## src/hdl/fpa_defs.svh

```systemverilog
// widths and segment boundaries of the mantissa datapath, included by packages and RTL
`ifndef FPA_DEFS_SVH
`define FPA_DEFS_SVH

// mantissa width in bits
// bit 0 is the most significant, big-endian like the hardware
`define FPA_MANT_W 40

// width of the input word w and the zp readout
`define FPA_WORD_W 16

// segment boundaries, counted from the msb
// bits 0..15 are the high segment
// bits 16..31 are the middle segment
`define FPA_SEG0 16

// bits 32..39 are the low byte
`define FPA_SEG1 32

// width of the low segment
`define FPA_LO_W (`FPA_MANT_W - `FPA_SEG1)

`endif
```

## src/hdl/fpa_data_pkg.sv

```systemverilog
// data types of the mantissa datapath, imported wherever a mantissa or word is carried
`default_nettype none

`include "fpa_defs.svh"

package fpa_data_pkg;

	// plain mantissa
	// index 0 is the msb
	typedef logic [0:`FPA_MANT_W-1] mant_t;

	// mantissa with the sign-extension bit
	// extension sits at index -1, above the msb
	typedef logic [-1:`FPA_MANT_W-1] mant_ext_t;

	// 16-bit word, same big-endian numbering
	// used for w and zp
	typedef logic [0:`FPA_WORD_W-1] word_t;

endpackage

`default_nettype wire

```

## src/hdl/fpa_ctl_pkg.sv

```systemverilog
// control encodings for the mantissa datapath, imported by the blocks that decode them
`default_nettype none

package fpa_ctl_pkg;

	// source of the k bus that loads into T
	// encoding follows the lkb/f9 pair
	typedef enum logic [1:0] {
		K_SUM  = 2'd0,
		K_M    = 2'd1,
		K_WORD = 2'd2,
		K_ZERO = 2'd3
	} ksel_t;

	// register update mode, shared by T and M
	typedef enum logic [1:0] {
		SH_HOLD  = 2'd0,
		SH_RIGHT = 2'd1,
		SH_LEFT  = 2'd2,
		SH_LOAD  = 2'd3
	} shift_t;

	// adder operation, subtract inverts C
	typedef enum logic {
		ALU_ADD = 1'b0,
		ALU_SUB = 1'b1
	} aluop_t;

	// zp readout slice
	typedef enum logic [1:0] {
		ZP_T_HI  = 2'd0,
		ZP_T_MID = 2'd1,
		ZP_T_LO  = 2'd2,
		ZP_FLAGS = 2'd3
	} zpsel_t;

endpackage

`default_nettype wire

```

## src/hdl/fpa_top.sv

```systemverilog
// top level of the mantissa datapath, wires T, M and the arithmetic block to the pins
`timescale 1ns/1ps
`default_nettype none

`include "fpa_defs.svh"

module fpa_top
	import fpa_ctl_pkg::*;
	import fpa_data_pkg::*;
(
	input  logic       clk_sys,
	input  logic       _0_t,
	input  word_t      w,
	// register controls
	input  shift_t     t_mode,
	input  shift_t     m_mode,
	input  logic       t_en,
	input  logic       m_en,
	input  logic       t_ext_in,
	input  logic       m_ext_in,
	input  logic       c_load,
	input  logic       c_shift,
	// adder and buses
	input  aluop_t     alu_op,
	input  logic       carry_in,
	input  ksel_t      k_sel,
	input  zpsel_t     zp_sel,
	input  logic       zp_clear,
	input  logic [0:7] d,
	// flag word sources
	input  logic       z_f,
	input  logic       m_f,
	input  logic       v_f,
	input  logic       c_f,
	output word_t      zp,
	// zero groups of T
	output logic       t_0_1,
	output logic       t_2_7,
	output logic       t_8_15,
	output logic       t_16_23,
	output logic       t_24_31,
	output logic       t_32_39,
	// T taps
	output logic       t_ext,
	output logic       t0,
	output logic       t1,
	output logic       t16,
	output logic       t39,
	// M taps
	output logic       m_ext,
	output logic       m0,
	output logic       m39,
	// C taps and compares
	output logic       c0,
	output logic       c39,
	output logic       c0_eq_c1,
	output logic       t0_eq_c0,
	output logic       t0_neq_t1,
	output logic       t0_neq_t_ext,
	output logic       cy0,
	output logic       cy16,
	output logic       cy32
);

	mant_ext_t  t;
	mant_ext_t  m;
	mant_t      k;
	logic [0:5] zero_grp;

	fpa_treg fpa_treg_inst (
		.clk_sys      (clk_sys),
		._0_t         (_0_t),
		.en           (t_en),
		.mode         (t_mode),
		.ext_in       (t_ext_in),
		.k            (k),
		.m_ext        (m[-1]),
		.t            (t),
		.zero_grp     (zero_grp),
		.t0_neq_t1    (t0_neq_t1),
		.t0_neq_t_ext (t0_neq_t_ext)
	);

	fpa_mreg fpa_mreg_inst (
		.clk_sys (clk_sys),
		._0_t    (_0_t),
		.en      (m_en),
		.mode    (m_mode),
		.ext_in  (m_ext_in),
		.t       (t[0:`FPA_MANT_W-1]),
		.m       (m)
	);

	fpa_arith fpa_arith_inst (
		.clk_sys  (clk_sys),
		._0_t     (_0_t),
		.t        (t),
		.m        (m),
		.w        (w),
		.c_load   (c_load),
		.c_shift  (c_shift),
		.alu_op   (alu_op),
		.carry_in (carry_in),
		.k_sel    (k_sel),
		.zp_sel   (zp_sel),
		.zp_clear (zp_clear),
		.d        (d),
		.flags    ({z_f, m_f, v_f, c_f}),
		.k        (k),
		.zp       (zp),
		.cy0      (cy0),
		.cy16     (cy16),
		.cy32     (cy32),
		.c0       (c0),
		.c39      (c39),
		.c0_eq_c1 (c0_eq_c1),
		.t0_eq_c0 (t0_eq_c0)
	);

	// zero groups out to the pins
	assign t_0_1 = zero_grp[0];
	assign t_2_7 = zero_grp[1];
	assign t_8_15 = zero_grp[2];
	assign t_16_23 = zero_grp[3];
	assign t_24_31 = zero_grp[4];
	assign t_32_39 = zero_grp[5];

	// single-bit taps
	assign t_ext = t[-1];
	assign t0 = t[0];
	assign t1 = t[1];
	assign t16 = t[`FPA_SEG0];
	assign t39 = t[`FPA_MANT_W-1];
	assign m_ext = m[-1];
	assign m0 = m[0];
	assign m39 = m[`FPA_MANT_W-1];

endmodule

`default_nettype wire

```

## src/hdl/fpa_arith.sv

```systemverilog
// C operand register, segmented adder, K bus select and ZP readout; used by fpa_top
`timescale 1ns/1ps
`default_nettype none

`include "fpa_defs.svh"

module fpa_arith
	import fpa_ctl_pkg::*;
	import fpa_data_pkg::*;
(
	input  logic      clk_sys,
	input  logic      _0_t,
	input  mant_ext_t t,
	input  mant_ext_t m,
	input  word_t     w,
	// C control, load wins over shift
	input  logic      c_load,
	input  logic      c_shift,
	input  aluop_t    alu_op,
	input  logic      carry_in,
	input  ksel_t     k_sel,
	input  zpsel_t    zp_sel,
	input  logic      zp_clear,
	input  logic [0:7] d,
	// z, m, v, c in that order
	input  logic [0:3] flags,
	output mant_t     k,
	output word_t     zp,
	output logic      cy0,
	output logic      cy16,
	output logic      cy32,
	output logic      c0,
	output logic      c39,
	output logic      c0_eq_c1,
	output logic      t0_eq_c0
);

	localparam int LSB = `FPA_MANT_W - 1;
	localparam int S0 = `FPA_SEG0;
	localparam int S1 = `FPA_SEG1;
	localparam int LO_W = `FPA_LO_W;
	localparam int MID_W = `FPA_SEG1 - `FPA_SEG0;
	localparam int HI_W = `FPA_SEG0;
	// short tail of the replicated word
	localparam int TAIL_W = `FPA_MANT_W - 2 * `FPA_WORD_W;

	mant_t c;
	mant_t c_op;
	mant_t sum;
	// segment results, carry out at index 0
	logic [0:LO_W]  lo_r;
	logic [0:MID_W] mid_r;
	logic [0:HI_W]  hi_r;

	// C takes T, or shifts right keeping its sign
	always_ff @(posedge clk_sys or posedge _0_t) begin
		if (_0_t) begin
			c <= '0;
		end else if (c_load) begin
			c <= t[0:LSB];
		end else if (c_shift) begin
			c <= {c[0], c[0:LSB-1]};
		end
	end

	// subtract adds the ones complement
	// caller supplies carry_in for the +1
	assign c_op = (alu_op == ALU_SUB) ? ~c : c;

	// low byte first, carry ripples up
	assign lo_r = {1'b0, t[S1:LSB]} + {1'b0, c_op[S1:LSB]} + (LO_W + 1)'(carry_in);
	assign mid_r = {1'b0, t[S0:S1-1]} + {1'b0, c_op[S0:S1-1]} + (MID_W + 1)'(lo_r[0]);
	assign hi_r = {1'b0, t[0:S0-1]} + {1'b0, c_op[0:S0-1]} + (HI_W + 1)'(mid_r[0]);

	assign sum = {hi_r[1:HI_W], mid_r[1:MID_W], lo_r[1:LO_W]};
	// carries out of bits 32, 16 and 0
	assign cy32 = lo_r[0];
	assign cy16 = mid_r[0];
	assign cy0 = hi_r[0];

	// k bus into T
	always_comb begin
		case (k_sel)
			K_SUM:   k = sum;
			K_M:     k = m[0:LSB];
			// w repeated, cut to the mantissa width
			K_WORD:  k = {w, w, w[0:TAIL_W-1]};
			default: k = '0;
		endcase
	end

	// zp readout, clear overrides the select
	always_comb begin
		if (zp_clear) begin
			zp = '0;
		end else begin
			case (zp_sel)
				ZP_T_HI:  zp = t[0:S0-1];
				ZP_T_MID: zp = t[S0:S1-1];
				ZP_T_LO:  zp = {t[S1:LSB], d};
				default:  zp = {flags, {(`FPA_WORD_W - 4){1'b0}}};
			endcase
		end
	end

	// C status
	assign c0 = c[0];
	assign c39 = c[LSB];
	assign c0_eq_c1 = c[0] == c[1];
	// sign agreement of T and C
	assign t0_eq_c0 = t[0] == c[0];

	// sequencer never asks for both C operations at once
	a_c_ops_exclusive: assert property (
		@(posedge clk_sys) disable iff (_0_t)
		!(c_load && c_shift)
	) else $error("fpa_arith: c_load and c_shift both high");

endmodule

`default_nettype wire

```

## src/hdl/fpa_mreg.sv

```systemverilog
// M multiplier/quotient register, loaded from T or shifted one place per enabled cycle; used by fpa_top
`timescale 1ns/1ps
`default_nettype none

module fpa_mreg
	import fpa_ctl_pkg::*;
	import fpa_data_pkg::*;
(
	input  logic      clk_sys,
	input  logic      _0_t,
	input  logic      en,
	input  shift_t    mode,
	// serial bit into the extension position
	input  logic      ext_in,
	// load source, T without its extension
	input  mant_t     t,
	output mant_ext_t m
);

	localparam int MSB = 0;
	localparam int LSB = $bits(mant_t) - 1;

	// shared clear with T and C
	always_ff @(posedge clk_sys or posedge _0_t) begin
		if (_0_t) begin
			m <= '0;
		end else if (en) begin
			case (mode)
				SH_HOLD: begin
					m[MSB:LSB] <= m[MSB:LSB];
				end
				SH_RIGHT: begin
					// quotient bits walk down
					// extension moves into bit 0
					m[MSB:LSB] <= m[-1:LSB-1];
				end
				SH_LEFT: begin
					// zero enters at bit 39
					m[MSB:LSB] <= {m[MSB+1:LSB], 1'b0};
				end
				SH_LOAD: begin
					m[MSB:LSB] <= t;
				end
				default: begin
					m[MSB:LSB] <= m[MSB:LSB];
				end
			endcase
			// extension reloads whenever M is clocked
			m[-1] <= ext_in;
		end
	end

	// M is part of the multiply/divide state
	// an undefined mode or serial bit on a clocked step corrupts it
	a_step_defined: assert property (
		@(posedge clk_sys) disable iff (_0_t)
		en |-> !$isunknown({mode, ext_in})
	) else $error("fpa_mreg: mode or ext_in unknown while en is high");

endmodule

`default_nettype wire

```

## src/hdl/fpa_treg.sv

```systemverilog
// T accumulator register with extension bit, zero-detect groups and sign compares; used by fpa_top
`timescale 1ns/1ps
`default_nettype none

`include "fpa_defs.svh"

module fpa_treg
	import fpa_ctl_pkg::*;
	import fpa_data_pkg::*;
(
	input  logic      clk_sys,
	input  logic      _0_t,
	// update strobe and mode
	input  logic      en,
	input  shift_t    mode,
	// serial bit for the extension position
	input  logic      ext_in,
	// parallel load source
	input  mant_t     k,
	// M extension bit, enters bit 39 on a left shift
	input  logic      m_ext,
	output mant_ext_t t,
	// or-reductions, index 0 is the t_0_1 group
	output logic [0:5] zero_grp,
	output logic      t0_neq_t1,
	output logic      t0_neq_t_ext
);

	localparam int MSB = 0;
	localparam int LSB = `FPA_MANT_W - 1;
	// middle and low segment starts
	localparam int MID = `FPA_SEG0;
	localparam int LOW = `FPA_SEG1;
	// split point inside the middle segment
	localparam int MID2 = `FPA_SEG0 + 8;

	// one enable for the whole register
	always_ff @(posedge clk_sys or posedge _0_t) begin
		if (_0_t) begin
			t <= '0;
		end else if (en) begin
			case (mode)
				SH_HOLD: begin
					t[MSB:LSB] <= t[MSB:LSB];
				end
				SH_RIGHT: begin
					// extension bit drops into bit 0
					t[MSB:LSB] <= t[-1:LSB-1];
				end
				SH_LEFT: begin
					// M's extension bit fills the low end
					t[MSB:LSB] <= {t[MSB+1:LSB], m_ext};
				end
				SH_LOAD: begin
					t[MSB:LSB] <= k;
				end
				default: begin
					t[MSB:LSB] <= t[MSB:LSB];
				end
			endcase
			// extension reloads on every enabled edge
			t[-1] <= ext_in;
		end
	end

	// zero-detect groups
	// sign pair
	assign zero_grp[0] = |t[MSB:MSB+1];
	// rest of the first byte
	assign zero_grp[1] = |t[MSB+2:MSB+7];
	// second byte of the high segment
	assign zero_grp[2] = |t[MSB+8:MID-1];
	// middle segment, two bytes
	assign zero_grp[3] = |t[MID:MID2-1];
	assign zero_grp[4] = |t[MID2:LOW-1];
	// low byte
	assign zero_grp[5] = |t[LOW:LSB];

	// normalization checks
	// sign against first fraction bit
	assign t0_neq_t1 = t[MSB] != t[MSB+1];
	// sign against extension, overflow out of bit 0
	assign t0_neq_t_ext = t[MSB] != t[-1];

	// an enabled cycle needs a defined mode
	// otherwise T goes to x and the next sum is lost
	a_mode_known: assert property (
		@(posedge clk_sys) disable iff (_0_t)
		en |-> !$isunknown(mode)
	) else $error("fpa_treg: mode unknown while en is high");

endmodule

`default_nettype wire

```

## config.mk

```make
export PLATFORM = sky130hd
export DESIGN_NAME = fpa_top
export DESIGN_NICKNAME = d
export VERILOG_FILES = /design/src/hdl/fpa_data_pkg.sv /design/src/hdl/fpa_ctl_pkg.sv /design/src/hdl/fpa_top.sv /design/src/hdl/fpa_arith.sv /design/src/hdl/fpa_mreg.sv /design/src/hdl/fpa_treg.sv
export VERILOG_INCLUDE_DIRS = /design/src /design/src/hdl
export SDC_FILE = /design/constraint.sdc
export NUM_CORES = 1
export LEC_CHECK = 0
export BUFFER_PORTS_ARGS = -buffer_cell sky130_fd_sc_hd__buf_2
export CELL_PAD_IN_SITES_DETAIL_PLACEMENT = 2
export CELL_PAD_IN_SITES_GLOBAL_PLACEMENT = 2
export CORE_MARGIN = 10
export CORE_UTILIZATION = 30
export CTS_CLUSTER_SIZE = 16
export DETAILED_ROUTE_END_ITERATION = 8
export GPL_TIMING_DRIVEN = 0
export PLACE_DENSITY_LB_ADDON = 0.1
export RECOVER_POWER = 25
export SLEW_MARGIN = 5
export SYNTH_ARGS = -nofsm -noshare
export SYNTH_HDL_FRONTEND = slang
export SYNTH_SLANG_ARGS = --single-unit
```

## constraint.sdc

```tcl
create_clock -name clk_sys -period 11.1 [get_ports clk_sys]
set_input_delay 0.555 -clock clk_sys [delete_from_list [all_inputs] [get_ports clk_sys]]
set_output_delay 0.555 -clock clk_sys [all_outputs]
set_load 0.02 [all_outputs]
```

==> Word-level counts from Yosys, hierarchy flattened <==
Index checks and enable logic that the tools add are counted.
{ "op_classes": {"n_addsub": 6, "n_eq_ne": 14, "mux": 8, "n_bitwise": 3, "reduce_logical": 13} }
{ "ops": {"columns": ["op", "count"], "rows": [
  ["$pmux W40 S3", 3],
  ["$mux W40", 2],
  ["$pmux W16 S3", 1],
  ["$not A40 Y40", 1],
  ["$mux W39", 1],
  ["$add A16 B16 Y17", 2],
  ["$add A17 B1 Y17", 2],
  ["$reduce_or A8 Y1", 4],
  ["$mux W16", 1],
  ["$eq A2 B2 Y1 const B", 6],
  ["$add A8 B8 Y9", 1],
  ["$add A9 B1 Y9", 1],
  ["$eq A2 B1 Y1 const B", 4],
  ["$logic_not A2 Y1", 4],
  ["$reduce_or A6 Y1", 1],
  ["$reduce_and A2 Y1", 2],
  ["$eq A1 B1 Y1", 2],
  ["$ne A1 B1 Y1", 2],
  ["$not A1 Y1", 2],
  ["$reduce_bool A2 Y1", 1],
  ["$reduce_or A2 Y1", 1]
]} }
{ "word_totals": {"regBits": 122, "inputBits": 47, "out_inout_bits": 39, "elab_cells": 50} }

==> Longest topological paths before layout <==
Gate-level depths: netlist (run 1).
{ "depth": {"word_depth": 8, "ltp_mapped": 31, "ltp_nobuf": 29} }

==> Modules after synthesis <==
Synthesis (run 1) repeated with hierarchy kept, for this count alone.
{ "hier_totals": {"cells_unflattened": 1194, "area_unflattened_um2": 10109.7} }
{ "modules_own_cells": {"columns": ["mod", "instances", "cells_each", "area_each_um2", "seq_area_each_um2"], "rows": [
  ["fpa_arith", 1, 641, 4989.8, 1001.0],
  ["fpa_treg", 1, 286, 2638.8, 1026.0],
  ["fpa_mreg", 1, 267, 2481.1, 1026.0]
]} }

==> Worst setup path after synthesis (run 1) <==
Ideal clock, no wire load.
{ "synth_path": {"kind": "in2out", "start": "input alu_op", "end": "output cy0", "t_arrival_ns": 6.949, "t_required_ns": 10.545, "path_slack_ns": 3.596, "stages": 31, "path_buffers": 2, "path_cell_list": "clkbuf_1 buf_1 xnor2_1 fa_1 inv_1 fa_1 a21o_1 a21oi_1 o21ai_0 o21ai_0 nand2b_1 a21o_1 inv_1 fa_1 fa_1 nand2b_1 a21oi_1 nor3_1 o21ai_1 a31oi_1 o21ai_0 inv_1 fa_1 fa_1 nor2b_1 o31a_2 o211ai_2 a21oi_1 o21a_1 o21ai_0 nand2b_1"} }
{ "synth_via": {"elab_chain_len": 5, "elab_cells_between_ends": 7, "cone_classes": "add/sub: 6; mux: 1"} }
{ "synth_rtl": {"columns": ["item", "line", "rtl"], "rows": [
  ["start: declaration", "fpa_top.sv:24", "input aluop_t alu_op,"],
  ["$mux W40", "fpa_arith.sv:68", "assign c_op = (alu_op == ALU_SUB) ? ~c : c;"],
  ["$add A8 B8 Y9", "fpa_arith.sv:71", "assign lo_r = {1'b0, t[S1:LSB]} + {1'b0, c_op[S1:LSB]} + (LO_W + 1)'(carry_in);"],
  ["$add A9 B1 Y9", "fpa_arith.sv:71", null],
  ["via cy32", "fpa_top.sv:62", "output logic cy32"],
  ["$add A17 B1 Y17", "fpa_arith.sv:72", "assign mid_r = {1'b0, t[S0:S1-1]} + {1'b0, c_op[S0:S1-1]} + (MID_W + 1)'(lo_r[0]);"],
  ["via cy16", "fpa_top.sv:61", "output logic cy16,"],
  ["$add A17 B1 Y17", "fpa_arith.sv:73", "assign hi_r = {1'b0, t[0:S0-1]} + {1'b0, c_op[0:S0-1]} + (HI_W + 1)'(mid_r[0]);"],
  ["end: declaration", "fpa_top.sv:60", "output logic cy0,"]
]} }
The timed path passes the listed nets, and every way through them passes these cells.

==> Worst setup path in the final report (run 1) <==
{ "layout_path": {"start": "input alu_op", "end": "output cy0"} }
{ "layout_via": {"elab_chain_len": 5, "elab_cells_between_ends": 7, "cone_classes": "add/sub: 6; mux: 1"} }
{ "layout_rtl": {"columns": ["item", "line"], "rows": [
  ["$mux W40 *", "fpa_arith.sv:68"],
  ["$add A8 B8 Y9", "fpa_arith.sv:71"],
  ["$add A9 B1 Y9", "fpa_arith.sv:71"],
  ["$add A17 B1 Y17", "fpa_arith.sv:72"],
  ["$add A17 B1 Y17 *", "fpa_arith.sv:73"]
]} }
Every way passes the cells marked *; elsewhere a longest branch is shown, timed or not.

==> impl_metrics.tcl, run 1 <==
set metrics [dict create \
    max_slew_margin_pct -220.2 \
    worst_pin_slew_ns 4.804 \
    port_buffers 76 \
    dp_hpwl_um 36320 \
    drt_pass1_iterations 5 \
    wl_per_cell_um 26.15 \
    maxCapViolations 2 \
    fmax_ghz 0.1175 \
    cts_resized 0 \
    synth-async-reset-ratio_pct 100.0 \
    synth_compound_area_share_pct 24.63 \
    cp-end-kind "output port" \
    hp-class "input pin to flop" \
    cp_common_cell "fa_1" \
    cpPeakStageDelay_ns 0.60 \
    yosys.area_share.simple_pct 15.96 \
    synth_seq_area_share_pct 31.12 \
    drt-total-wl_um 47340 \
    critPathLaunch "alu_op" \
    synthXorXnorAreaFrac_pct 5.357 \
    final_common_cell "o21ai_0" \
    drv_slew 125 \
    synth_mux_area_share_pct 10.96 \
    worst_clock_skew_ns 0.01232 \
    viasPerCell 5.603 \
    grt_max_degree 78 \
    die_x_um 200.8 \
    cts_tree "done" \
    crit_path_start_kind "input pin" \
    initial_utilization_pct 30.30 \
    die_area_sq_um 40330 \
    antenna_found_initial 1 \
    synthToLayoutAreaGrowth_pct 15.97 \
    synthesis.area_sq_um 9809 \
    synth-main-ff-cell "dfrtp_1" \
    postLayoutCoreUtil_pct 35.14 \
    crit_cells 32 \
    violations "max-capacitance violations, max-slew violations" \
    synth_top_family_by_area "compound AO/OA/AOI/OAI gates" \
    grt_pass1_wl_um 71560 \
    ys_warn_count 0 \
    rsz0062_at_grt "no" \
    drc_errors 0 \
    drtIter0Drc 589 \
    ioPinCount 86 \
    period_needed_ns 8.507 \
    finalHoldViolCount 0 \
    rows 66 \
    crit_buf_inv 6 \
    r2r_slack_ns 3.81 \
    cts_buffer_depth 2 \
    status "complete, but fails checks" \
    postCtsSetupBuffers 0 \
    ant_nets 0 \
    synth_cells 1258 \
    synthAdderAreaFrac_pct 6.071 \
    critPathMaxFanout 10 \
    clock_sinks 122 \
    finalNetCount 1445 \
    hold-worst-slack_ns 0.3264 \
    grt_overflow_total 0 \
    worst_ep_required_time_ns 10.55 \
    drive_above_1_share_pct 10.17 \
    ys_seq_elements 122 \
    cts.clk_slew.worst_paths_ns 0.06 \
    final_cell_mix "181 x o21ai_0, 163 x nand2_1, 122 x dfrtp_1" \
    setup_ws_ns 2.593 \
    cp.arrival_ns 7.95 \
    vdd_drop_max_mv 0.1182 \
    setup_viol 0 \
    synth_fp_nets 1349 \
    cp_slowest_cell "buf_1" \
    r2r_cells 28 \
    cts-htree-levels 4 \
    tns_ns 0 \
    cts_buffers 17 \
    dp_slack_ns 2.651 \
    cts_hold_buf 0 \
    vias 10140 \
    critPathTopFamily "compound AO/OA/AOI/OAI gates" \
    clock_latency_ns 0.46 \
    synth_edf_count 0 \
    clockRootBuffer "clkbuf_16" \
    syn_area_per_cell_sq_um 7.798 \
    core_sq_um 32370 \
    power_density_nw_per_um2 214.9 \
    grt_pass1_vias 11020 \
    die_h_um 200.8 \
    gp_congestion 0.9232 \
    p_total_w 0.002445 \
    r2r-end "fpa_treg_inst.t[32]$_DFFE_PP0P_" \
    synth.distinct_cells 61 \
    r2r_start "fpa_treg_inst.t[0]$_DFFE_PP0P_" \
    finalCritPeriodShare_pct 76.64 \
    grtUsageTotal_pct 23.32 \
    path_class "input pin to output port" \
    setup.worst_path.end "cy0" \
    power_leakage_nw 4.996 \
]
## final cells by class
class                   count  area, sq um
repair buffers             77        384.1
well taps                 442        553.0
fillers                  3836        21000
clock buffers              17        425.4
inverters                  57        215.2
diodes                      1        2.502
flip-flops and latches    122         3053
clock inverters            15        200.2
multi-input cells         986         6177
plain buffers              93        365.4
## worst register-to-register path, delay by kind of cell (launching register included)
family	cells	cell delay, ns
flops	1	0.55
simple gates	5	1.10
compound gates	13	2.70
buf+inv	4	0.43
fa+ha+maj	6	2.44
## power breakdown
part / switching (W) / leakage, nW / internal [W] / total [W]
logic: 0.000635 / 3.29 / 0.000416 / 0.00105
registers: 0.000227 / 1.41 / 0.000543 / 0.000771
clock network: 0.000248 / 0.295 / 0.000375 / 0.000623
total: 0.00111 / 5.00 / 0.00133 / 0.00245
## logic make-up (layout without fill, tap and decap cells)
| group | after synthesis | in the layout |
|---|---|---|
| AO/OA/AOI/OAI | 418 | 418 |
| XOR/XNOR | 60 | 60 |
| adder cells (fa/ha/maj) | 44 | 44 |
| buffers and inverters | 150 | 259 |
| flip-flops | 122 | 122 |
| multiplexers | 102 | 102 |
| other | 0 | 1 |
| AND/OR/NAND/NOR | 362 | 362 |
## registers in the layout, summed over array words and instances (netlist names)
| signal | cells |
|---|---|
| fpa_mreg_inst.m | 41 |
| fpa_arith_inst.c | 40 |
| fpa_treg_inst.t | 41 |
## synth_stat cells (4+ instances only)
| master | n | area, sq um |
|---|---|---|
| nor4_1 | 10 | 62.56 |
| buf_1 | 12 | 45.04 |
| o21a_1 | 11 | 82.58 |
| clkbuf_1 | 68 | 255.2 |
| mux4_2 | 4 | 90.09 |
| xor2_1 | 50 | 437.9 |
| a31oi_1 | 19 | 118.9 |
| o22ai_1 | 19 | 118.9 |
| nand4_1 | 5 | 31.28 |
| a221oi_1 | 6 | 52.55 |
| nor3_1 | 6 | 30.03 |
| nand2_1 | 163 | 611.8 |
| xnor2_1 | 10 | 87.58 |
| o21ai_0 | 181 | 905.9 |
| nor2_1 | 119 | 446.7 |
| nor2b_1 | 12 | 75.07 |
| o211ai_1 | 8 | 60.06 |
| mux2i_1 | 95 | 950.9 |
| a21boi_0 | 4 | 30.03 |
| ha_1 | 38 | 475.5 |
| a21oi_1 | 110 | 550.5 |
| dfrtp_1 | 122 | 3053 |
| nor3b_1 | 6 | 45.04 |
| inv_1 | 57 | 214.0 |
| a31o_2 | 4 | 35.03 |
| nand3_1 | 10 | 50.05 |
| buf_2 | 11 | 55.05 |
| and3_1 | 7 | 43.79 |
| o31ai_1 | 4 | 30.03 |
| fa_1 | 6 | 120.1 |
| nand2b_1 | 12 | 75.07 |
| a21o_1 | 11 | 82.58 |
| a211oi_1 | 12 | 90.09 |
## metrics by stage
step | instance area, sq um | cells
global route | 11370 | 1809
finish | 11380 | 1810
CTS | 11400 | 1809
floorplan | 9809 | 1258
detailed placement | 10780 | 1777
global placement | 10740 | 1776
## how the worst min path moves through the flow
stage,from,to,cells past startpoint
3_5_place_dp,fpa_mreg_inst.m[0]$_DFFE_PP0P_,fpa_mreg_inst.m[0]$_DFFE_PP0P_,2
2_1_floorplan,fpa_mreg_inst.m[36]$_DFFE_PP0P_,fpa_mreg_inst.m[36]$_DFFE_PP0P_,2
5_1_grt,t_ext_in,fpa_treg_inst.t[40]$_DFFE_PP0P_,2
6_report,m_ext_in,fpa_mreg_inst.m[40]$_DFFE_PP0P_,3
3_3_place_gp,fpa_mreg_inst.m[0]$_DFFE_PP0P_,fpa_mreg_inst.m[0]$_DFFE_PP0P_,2
4_1_cts,_0_t,fpa_mreg_inst.m[9]$_DFFE_PP0P_,2
## routing by layer
| layer | track usage [%] | part of all wire, % |
|---|---|---|
| met1 | 30.12 | 45 |
| met2 | 39.28 | 49 |
| met3 | 4.212 | 4.9 |
| met4 | 5.897 | 1.8 |
| met5 | 0 | 0 |
Note: power is estimated with default switching activity, not from simulation.
==> run 2: changes to the inputs <==
==> constraint.sdc (replaced) <==
create_clock -name clk_sys -period 7.1 [get_ports clk_sys]
set_input_delay 0.355 -clock clk_sys [delete_from_list [all_inputs] [get_ports clk_sys]]
set_output_delay 0.355 -clock clk_sys [all_outputs]
set_load 0.02 [all_outputs]
==> impl_metrics.tcl, run 2 (synthesis results as in run 1) <==
set metrics [dict create \
    status "complete, but fails checks" \
    violations "max-capacitance violations, max-slew violations" \
    worst_pin_slew_ns 2.374 \
    vias 10170 \
    dp_cells 1777 \
    clock_latency_ns 0.45 \
    drc_errors 0 \
    cp_common_cell "fa_2" \
    viasPerCell 5.599 \
    crit_path_start_kind "flop" \
    max_slew_margin_pct -59.12 \
    drt_pass1_iterations 5 \
    antenna_found_initial 0 \
    ioPinCount 86 \
    period_needed_ns 6.670 \
    worst_clock_skew_ns 0.01030 \
    cp_slowest_cell "dfrtp_1" \
    die_h_um 200.8 \
    place_area_sq_um 10780 \
    cpPeakStageDelay_ns 0.41 \
    cts_buffers 17 \
    postLayoutCoreUtil_pct 35.36 \
    cts_tree "done" \
    rsz0062_at_grt "no" \
    cts-htree-levels 4 \
    clockRootBuffer "clkbuf_16" \
    rows 66 \
    final_cell_mix "179 x o21ai_0, 163 x nand2_1, 121 x dfrtp_1" \
    final_cells 1816 \
    clock_sinks 122 \
    wl_per_cell_um 25.79 \
    grt_pass1_wl_um 70920 \
    drv_slew 47 \
    initial_utilization_pct 30.30 \
    grt_pass1_vias 11040 \
    worst_ep_required_time_ns 6.74 \
    p_total_w 0.003791 \
    critPathMaxFanout 4 \
    cts_buffer_depth 2 \
    drive_above_1_share_pct 11.51 \
    fmax_ghz 0.1499 \
    hold-worst-slack_ns 0.1483 \
    die_area_sq_um 40330 \
    power_density_nw_per_um2 331.2 \
    vdd_drop_max_mv 0.1834 \
    die_x_um 200.8 \
    dp_hpwl_um 36090 \
    path_class "flop to output port" \
    ant_nets 0 \
    synthToLayoutAreaGrowth_pct 16.68 \
    cp-end-kind "output port" \
    cts.clk_slew.worst_paths_ns 0.06 \
    hp-class "input pin to flop" \
    grt_overflow_total 0 \
    final_common_cell "o21ai_0" \
    nFillCells 3827 \
    reg.largest.list "fpa_mreg_inst.m (41), fpa_treg_inst.t (41), fpa_arith_inst.c (40)" \
    drtIter0Drc 579 \
    cp.arrival_ns 6.32 \
    final_area_sq_um 11450 \
    grt_max_degree 77 \
    grtUsageTotal_pct 23.05 \
    finalNetCount 1451 \
    finalCritPeriodShare_pct 93.95 \
    r2r_slack_ns 0.90 \
    power_leakage_nw 5.029 \
    core_sq_um 32370 \
    setup_viol 0 \
    gp_congestion 0.9042 \
    port_buffers 76 \
    finalHoldViolCount 0 \
    drt-total-wl_um 46830 \
    maxCapViolations 1 \
]
[run 2: cell types whose count changed in the layout (fill, tap and decap cells not counted), moves of 2 or more]
| cell | previous run | this run |
|---|---|---|
| a21oi_2 | 0 | 2 |
| buf_4 | 0 | 6 |
| clkinv_4 | 3 | 1 |
| clkbuf_2 | 2 | 4 |
| clkbuf_8 | 0 | 3 |
| fa_1 | 6 | 2 |
| a21oi_1 | 110 | 108 |
| bufinv_16 | 4 | 1 |
| fa_2 | 0 | 4 |
| o21ai_0 | 181 | 179 |
| buf_1 | 12 | 9 |
| o21ai_2 | 0 | 3 |
[run 2: report_power, final]
group	internal [W]	total (W)	switching, W
combinational	0.000692	0.00170	0.00101
sequential	0.000850	0.00120	0.000347
clock	0.000509	0.000890	0.000381
[run 2: metrics by stage]
step	setup TNS (ns)	setup WS, ns
after floorplan	0	0.1979
after global placement	-4.982	-0.7973
after detailed placement	-5.537	-0.8260
after CTS	0	0.03329
after global routing	0	0.006147
final	0	0.4298
[run 2: area by class of cell]
cell class | count | area (sq um) | share of cell area (%)
clock inverters | 10 | 92.59 | 0.8089
clock buffers | 22 | 474.2 | 4.143
plain buffers | 93 | 371.6 | 3.247
well taps | 442 | 553.0 | 4.832
diodes | 1 | 2.502 | 0.02186
inverters | 57 | 215.2 | 1.880
flip-flops and latches | 122 | 3054 | 26.68
multi-input cells | 986 | 6227 | 54.41
repair buffers | 83 | 455.4 | 3.979
[run 2: worst paths after layout]
| path | start | end | cells after the start |
|---|---|---|---|
| setup reg to reg | fpa_arith_inst.c[0]$_DFFE_PP0P_ | fpa_treg_inst.t[32]$_DFFE_PP0P_ | 28 |
| max in group asynchronous | _0_t | fpa_treg_inst.t[0]$_DFFE_PP0P_ | 3 |
| hold / removal | t_ext_in | fpa_treg_inst.t[40]$_DFFE_PP0P_ | 2 |
| setup / recovery | fpa_arith_inst.c[0]$_DFFE_PP0P_ | cy0 | 30 |
| hold reg to reg | fpa_mreg_inst.m[36]$_DFFE_PP0P_ | fpa_mreg_inst.m[36]$_DFFE_PP0P_ | 2 |
| min in group asynchronous | _0_t | fpa_mreg_inst.m[3]$_DFFE_PP0P_ | 3 |
[run 2: what timing repair did]
action | 4_1_cts | 5_1_grt
pin swaps | 2 | 4
endpoints found under the hold margin | 46 | 0
hold buffers | 1 | 0
setup buffers | 2 | 3
setup endpoints to repair | 7 | 1
resized for setup | 11 | 8
[run 2: critical path, delay by kind of cell, from the launching register on]
| family | cells | cell delay (ns) |
|---|---|---|
| adder cells (fa/ha/maj) | 6 | 2.17 |
| AO/OA/AOI/OAI | 14 | 2.09 |
| AND/OR/NAND/NOR | 5 | 0.61 |
| flip-flops | 1 | 0.41 |
| buffers and inverters | 4 | 0.40 |
| XOR/XNOR | 1 | 0.17 |
[run 2: metal layers]
| metal | track usage [%] | wire length, um | share of wire [%] | vias to the layer above |
|---|---|---|---|---|
| li1 | - | - | - | 4631 |
| met1 | 30.02 | 21370 | 46 | 5247 |
| met5 | 0 | 0 | 0 | - |
| met4 | 4.625 | 609 | 1.3 | 0 |
| met2 | 39.17 | 22810 | 49 | 251 |
| met3 | 3.986 | 2047 | 4.4 | 38 |
